### src/tagePkg.sv
package tagePkg;

    // --------------------
    // Widths and geometry.
    localparam int pcBits    = 16;
    localparam int ghistBits = 16;
    localparam int idxBits   = 6;   // 64 entries per tagged table.
    localparam int tagBits   = 8;
    localparam int numTagged = 3;
    localparam int histLen1  = 4;
    localparam int histLen2  = 8;
    localparam int histLen3  = 16;

    typedef logic [pcBits-1:0]    pcT;
    typedef logic [ghistBits-1:0] ghistT;   // Newest outcome in bit 0.
    typedef logic [idxBits-1:0]   idxT;
    typedef logic [tagBits-1:0]   tagT;

    typedef enum logic [1:0] {provBase, provT1, provT2, provT3} providerE;

    typedef struct packed {
        logic     taken;
        providerE provider;
    } predResultT;

    typedef struct packed {
        pcT       pc;
        logic     taken;       // Resolved outcome.
        logic     predTaken;
        providerE provider;
    } updateReqT;

    typedef struct packed {
        idxT  addr;
        tagT  tag;
        logic valid;
        logic update;   // Train this entry.
        logic isNew;    // Allocation candidate.
        logic taken;
        logic useful;   // Up or down.
    } tableWriteT;

    typedef enum logic [1:0] {updIdle, updWrite, updDecay, updAck} updStateE;

endpackage

### src/bimodalTable.sv
`timescale 1ns/10ps

module bimodalTable #(
    parameter int baseBits = 8
) (
    input  logic        clk,
    input  logic        rst,
    input  tagePkg::pcT readPc,
    input  logic        writeEn,
    input  tagePkg::pcT writePc,
    input  logic        writeTaken,
    output logic        readTaken
);
    localparam int depth = 2 ** baseBits;

    logic [1:0]          counters [depth];
    logic [baseBits-1:0] readIdx;
    logic [baseBits-1:0] writeIdx;
    logic [1:0]          cur;

    assign readIdx   = readPc[baseBits+1:2];
    assign writeIdx  = writePc[baseBits+1:2];
    assign cur       = counters[writeIdx];
    assign readTaken = counters[readIdx][1];   // Counter MSB.

    always_ff @(posedge clk) begin
        if (rst) begin
            for (int i = 0; i < depth; i++) begin
                counters[i] <= 2'b01;   // Weakly not-taken.
            end
        end else if (writeEn) begin
            if (writeTaken && cur != 2'b11) begin
                counters[writeIdx] <= cur + 2'b01;
            end else if (!writeTaken && cur != 2'b00) begin
                counters[writeIdx] <= cur - 2'b01;
            end
        end
    end

endmodule

### config.mk
export PLATFORM = sky130hd
export DESIGN_NAME = bimodalTable
export DESIGN_NICKNAME = d
export VERILOG_FILES = /design/src/tagePkg.sv /design/src/bimodalTable.sv
export SDC_FILE = /design/constraint.sdc
export NUM_CORES = 1
export LEC_CHECK = 0
export ABC_AREA = 1
export BUFFER_PORTS_ARGS = -buffer_cell sky130_fd_sc_hd__buf_2
export CAP_MARGIN = 10
export CORE_ASPECT_RATIO = 2
export CORE_UTILIZATION = 40
export CTS_BUF_LIST = sky130_fd_sc_hd__clkbuf_2 sky130_fd_sc_hd__clkbuf_4 sky130_fd_sc_hd__clkbuf_8
export DETAILED_ROUTE_END_ITERATION = 10
export PLACE_DENSITY = 0.65
export SLEW_MARGIN = 10
export SYNTH_ARGS = -nofsm -noshare
export SYNTH_HDL_FRONTEND = slang
export SYNTH_SLANG_ARGS = --single-unit
### constraint.sdc
create_clock -name clk -period 3.6 [get_ports clk]
set_clock_uncertainty 0.2 [all_clocks]
set_input_delay 0.72 -clock clk [delete_from_list [all_inputs] [get_ports clk]]
set_output_delay 0.72 -clock clk [all_outputs]
set_load 0.005 [all_outputs]
# [Word-level counts from Yosys, hierarchy flattened]
# Memory sizes are Yosys's and may differ from the RTL's.
# Cells that the tools add are included.
[classes] addsub=2 n_mux=15 n_eq_ne=1 bitwise=1 reduce_logical=5
[ops] cell="1-bit two-way mux" n=12
[ops] cell="8-bit two-way mux" n=1
[ops] cell="2-bit two-way mux" n=2
[ops] cell="2-bit by 1-bit adder with 2-bit output (second input constant)" n=1
[ops] cell="1-bit logical AND" n=2
[ops] cell="2-bit inequality test (second input constant)" n=1
[ops] cell="2-bit nonzero test" n=1
[ops] cell="2-bit OR reduction" n=1
[ops] cell="2-bit by 1-bit subtractor with 2-bit output (second input constant)" n=1
[ops] cell="1-bit zero test" n=1
[ops] cell="1-bit OR" n=1
[word_totals] memories=1 wordCells=25 ram_bits=512 regBits=0
[memory_table] name="counters" depth=256 word_bits=2 read_ports=2 rd_ports_with_merged_regs=0 wr=256 line="bimodalTable.sv:16" text="logic [1:0] counters [depth];"

# [Depth between registers and ports, before layout]
# An unclocked memory read counts as a cell.
[depth] depth_word=11 depth_mapped=24 ltp_nobuf=19

# [Least setup slack after synthesis]
# Ideal clock, no wire load.
[synth_path] path_kind="input port to output port" startpoint="input readPc[2]" endpoint="output readTaken" n_path_buf=3 slack_ns=0.353 required_ns=2.680 path_stages=12 arrival_ns=2.327 path_cell_list="inv_1 > clkbuf_1 > clkbuf_1 > clkbuf_1 > nor2_1 > o22ai_1 > nor2_1 > o22ai_1 > nor2_1 > o211ai_1 > nand3_1 > nand2_1"
[synth_between] elab_chain_cells=1
[synth_lines] item="from (decl)" line="bimodalTable.sv:8" text="input tagePkg::pcT readPc,"
[synth_lines] item="memory 256 x 2 bit"
[synth_lines] item="to (decl)" line="bimodalTable.sv:12" text="output logic readTaken"
# Every way passes these cells.

# [Final worst setup path]
[layout_path] startpoint="input readPc[3]" endpoint="output readTaken"
# Same word-level chain as after synthesis.

==> summary.txt <==
Run status
  – Status: finished, violations left
  – Violated checks: setup timing

Synthesis
  – Flops & latches, synth: 512
  – Post-Synth XOR/XNOR Area: 0%
  – Top FF cell, synth: edfxtp_1
  – Simple-gate share of the synthesized area: 37.6%
  – Largest family of logic cells by synthesized area: simple AND/OR/NAND/NOR gates
  – Synthesized area per cell: 7.42 sq um
  – Post-Syn Nets: 4,013
  – Synth async-reset ratio: 0%
  – Mux cell area share after synthesis: 0%
  – Compound-Gate Fraction of Synth Area: 5.04%
  – Post-synth cell types: 22
  – Mapped Cells: 3,977
  – Area leader, netlist: edfxtp_1
  – Top cells by count, synth: nand2_1 (1,802), nor2_1 (713), edfxtp_1 (512), nand3_1 (319), clkbuf_1 (178)
  – Sequential element share of the synthesized area: 52.1%
  – Adder-cell share of the synthesized area: 0%
  – Synthesized cell area: 29,500 sq um
  – Most common cell in the netlist: nand2_1
  – Warnings from Yosys: 0
  – EDFF count, synth: 512
  – Yosys top cell area share: 52.1%
  – Largest cells by area after synthesis: edfxtp_1 (52%), nand2_1 (23%), nor2_1 (9.1%), nand3_1 (5.4%), o21ai_0 (2.9%)

Global routing
  – Largest net degree at the start of global routing: 167
  – Initial antenna violation count: 3
  – Number of global-route vias before repair: 26,800
  – Global-route wire length before repair: 154,000 um
  – Total GRT Usage: 27.5%
  – GRT overflow: 0

Floorplan
  – I/O Pins: 37
  – Rows: 140
  – Die W: 194 um
  – Core Box Area: 72,900 sq um
  – Die height: 386 um
  – Starting density of the core: 40.5%
  – Die ar.: 75,000 sq um

Clock network
  – Hold-fix buffers, CTS: 0
  – Sink Count: 512
  – CTS H-Tree Depth: 3
  – Later-pin clock latency in the skew report: 0.70 ns
  – Longest Clk Path Bufs: 3
  – Root Driver: clkbuf_8
  – CTS Buf Count: 71
  – CTS tree: yes
  – Clock transition at path regs: 0.07 ns

Setup path
  – Crit path required time: 2.68 ns
  – Worst path arrival time: 2.70 ns
  – CP endpoint kind: primary output
  – CP cell instances: buf_4 -> inv_6 -> buf_12 -> buf_8 -> buf_12 -> buf_6 -> o21ai_1 -> o22ai_1 -> o21ai_1 -> o22ai_2 -> nor2_1 -> o211ai_1 -> nand3b_1 -> nand2_1 -> buf_2
  – CP max stage delay: 0.25 ns
  – Crit Path Class: in -> out
  – Critical Path Start Type: primary input
  – CP max-delay cell: o22ai_1
  – Worst r2r src: counters[15][1]
  – CP startpoint: readPc[3]
  – Worst-path fanout max: 7

Timing
  – Max_slew headroom: 27.7%
  – Final setup viols: 1
  – Endpoints failing hold: 0
  – RSZ-0062 raised after global routing: yes
  – Min Tclk post-route: 3.62 ns
  – Final Max Tran Viols: 0
  – Final worst path period share: 101%
  – Final setup margin: -0.0192 ns
  – Worst Max-Slew Pin Slew: 1.08 ns
  – Final hold slack: 0.262 ns
  – Fmax: 0.276 GHz

Cells and area
  – P&R area growth vs syn: 17.0%
  – Largest Register: counters
  – Largest registers: counters (512)
  – Max FFs per register: 512
  – Final instance area: 34,500 sq um
  – Share of layout cells above drive strength 1: 11.5%
  – Util after Layout: 47.4%
  – Nets: 4,102

Placement
  – Placer Congestion: 0.915
  – Placed inst area: 32,800 sq um
  – Port buffer count: 20
  – DP HPWL: 68,800 um

Pwr
  – Worst VDD drop: 0.329 mV
  – Leakage power: 0.0137 uW
  – Total power draw: 14,000 uW
  – P per Cell Area: 407 nW/um^2

Min path
  – Worst Hold Launch: rst
  – Worst min path class: in -> reg

Flow run
  – Maxcap violations: 0

Route
  – Pre-Repair DR Iteration Count: 5
  – Initial drt markers: 2,374
  – Vias: 28,200
  – Final WL: 104,000 um
  – Routed len/inst: 20.7 um
  – Residual DRC: 0
  – Routed Antenna Nets: 0
  – Vias/cell: 5.59
==> routing by layer <==
layer  share of wire (%)  vias up  global-route usage (%)
met5               0.012        -                       0
met4                 9.0        2                    22.7
met3                 8.0      439                    4.36
met2                  50     1399                    48.8
met1                  33    13200                    28.5
li1                    -    13100                       -
==> layout by cell type (no fill, tap or decap), types with 16 or more instances in the layout <==
cell and count:
nand2_1 1796, nor2_1 708, edfxtp_1 512, nand3_1 318
buf_4 214, o21ai_0 156, buf_12 88, clkbuf_8 76
o22ai_1 66, o21ai_1 38, clkinv_1 20, inv_1 19
buf_2 16
==> critical path: cells and delay by family <==
family	cells	cell delay, ns
buf+inv	7	0.87
compound gates	5	0.81
simple gates	3	0.28
==> through the flow <==
step | TNS [ns] | instances | worst slack, ns
global placement | -302.69 | 4908 | -0.408
finish | -0.0192 | 5045 | -0.0192
global route | -0.0236 | 5045 | -0.0236
floorplan | 0 | 3977 | 0.353
CTS | -0.0244 | 5036 | -0.0244
detailed placement | -329.37 | 4908 | -0.440
==> where the power goes <==
part	total, uW	switching, uW	internal (uW)	leakage (uW)
sequential	6720	66.0	6650	0.00449
clock	4700	2310	2390	0.000741
combinational	2620	1780	846	0.00846
==> what timing repair did <==
action / CTS / global route
buffers inserted: 0 / 4
pin swaps: 8 / 15
endpoints found under the setup margin: 1 / 47
cloned: 1 / 3
resized for setup: 15 / 42
==> layout make-up <==
class	count	area (sq um)
Timing Repair inverter	1	8.76
Tap cell	923	1150
Fill cell	7064	38300
Clock buffer	90	1150
Antenna cell	2	5.00
Inverter	26	130
Timing Repair Buffer	334	3720
Multi-Input combinational cell	3120	12700
Sequential cell	512	15400
Clock inverter	37	273
==> cell families after synthesis <==
kind of cell	count (synthesis)
flops	512
simple gates	2842
buf+inv	345
compound gates	278
==> final timing paths <==
kind | endpoint | slack (ns) | cells after the start
hold / removal | counters[87][0] | 0.26 | 3
hold reg to reg | counters[224][0] | 1.30 | 12
setup reg to reg | counters[63][1] | 0.43 | 20
setup / recovery | readTaken | -0.02 | 15
(Power assumes the default switching activity.)
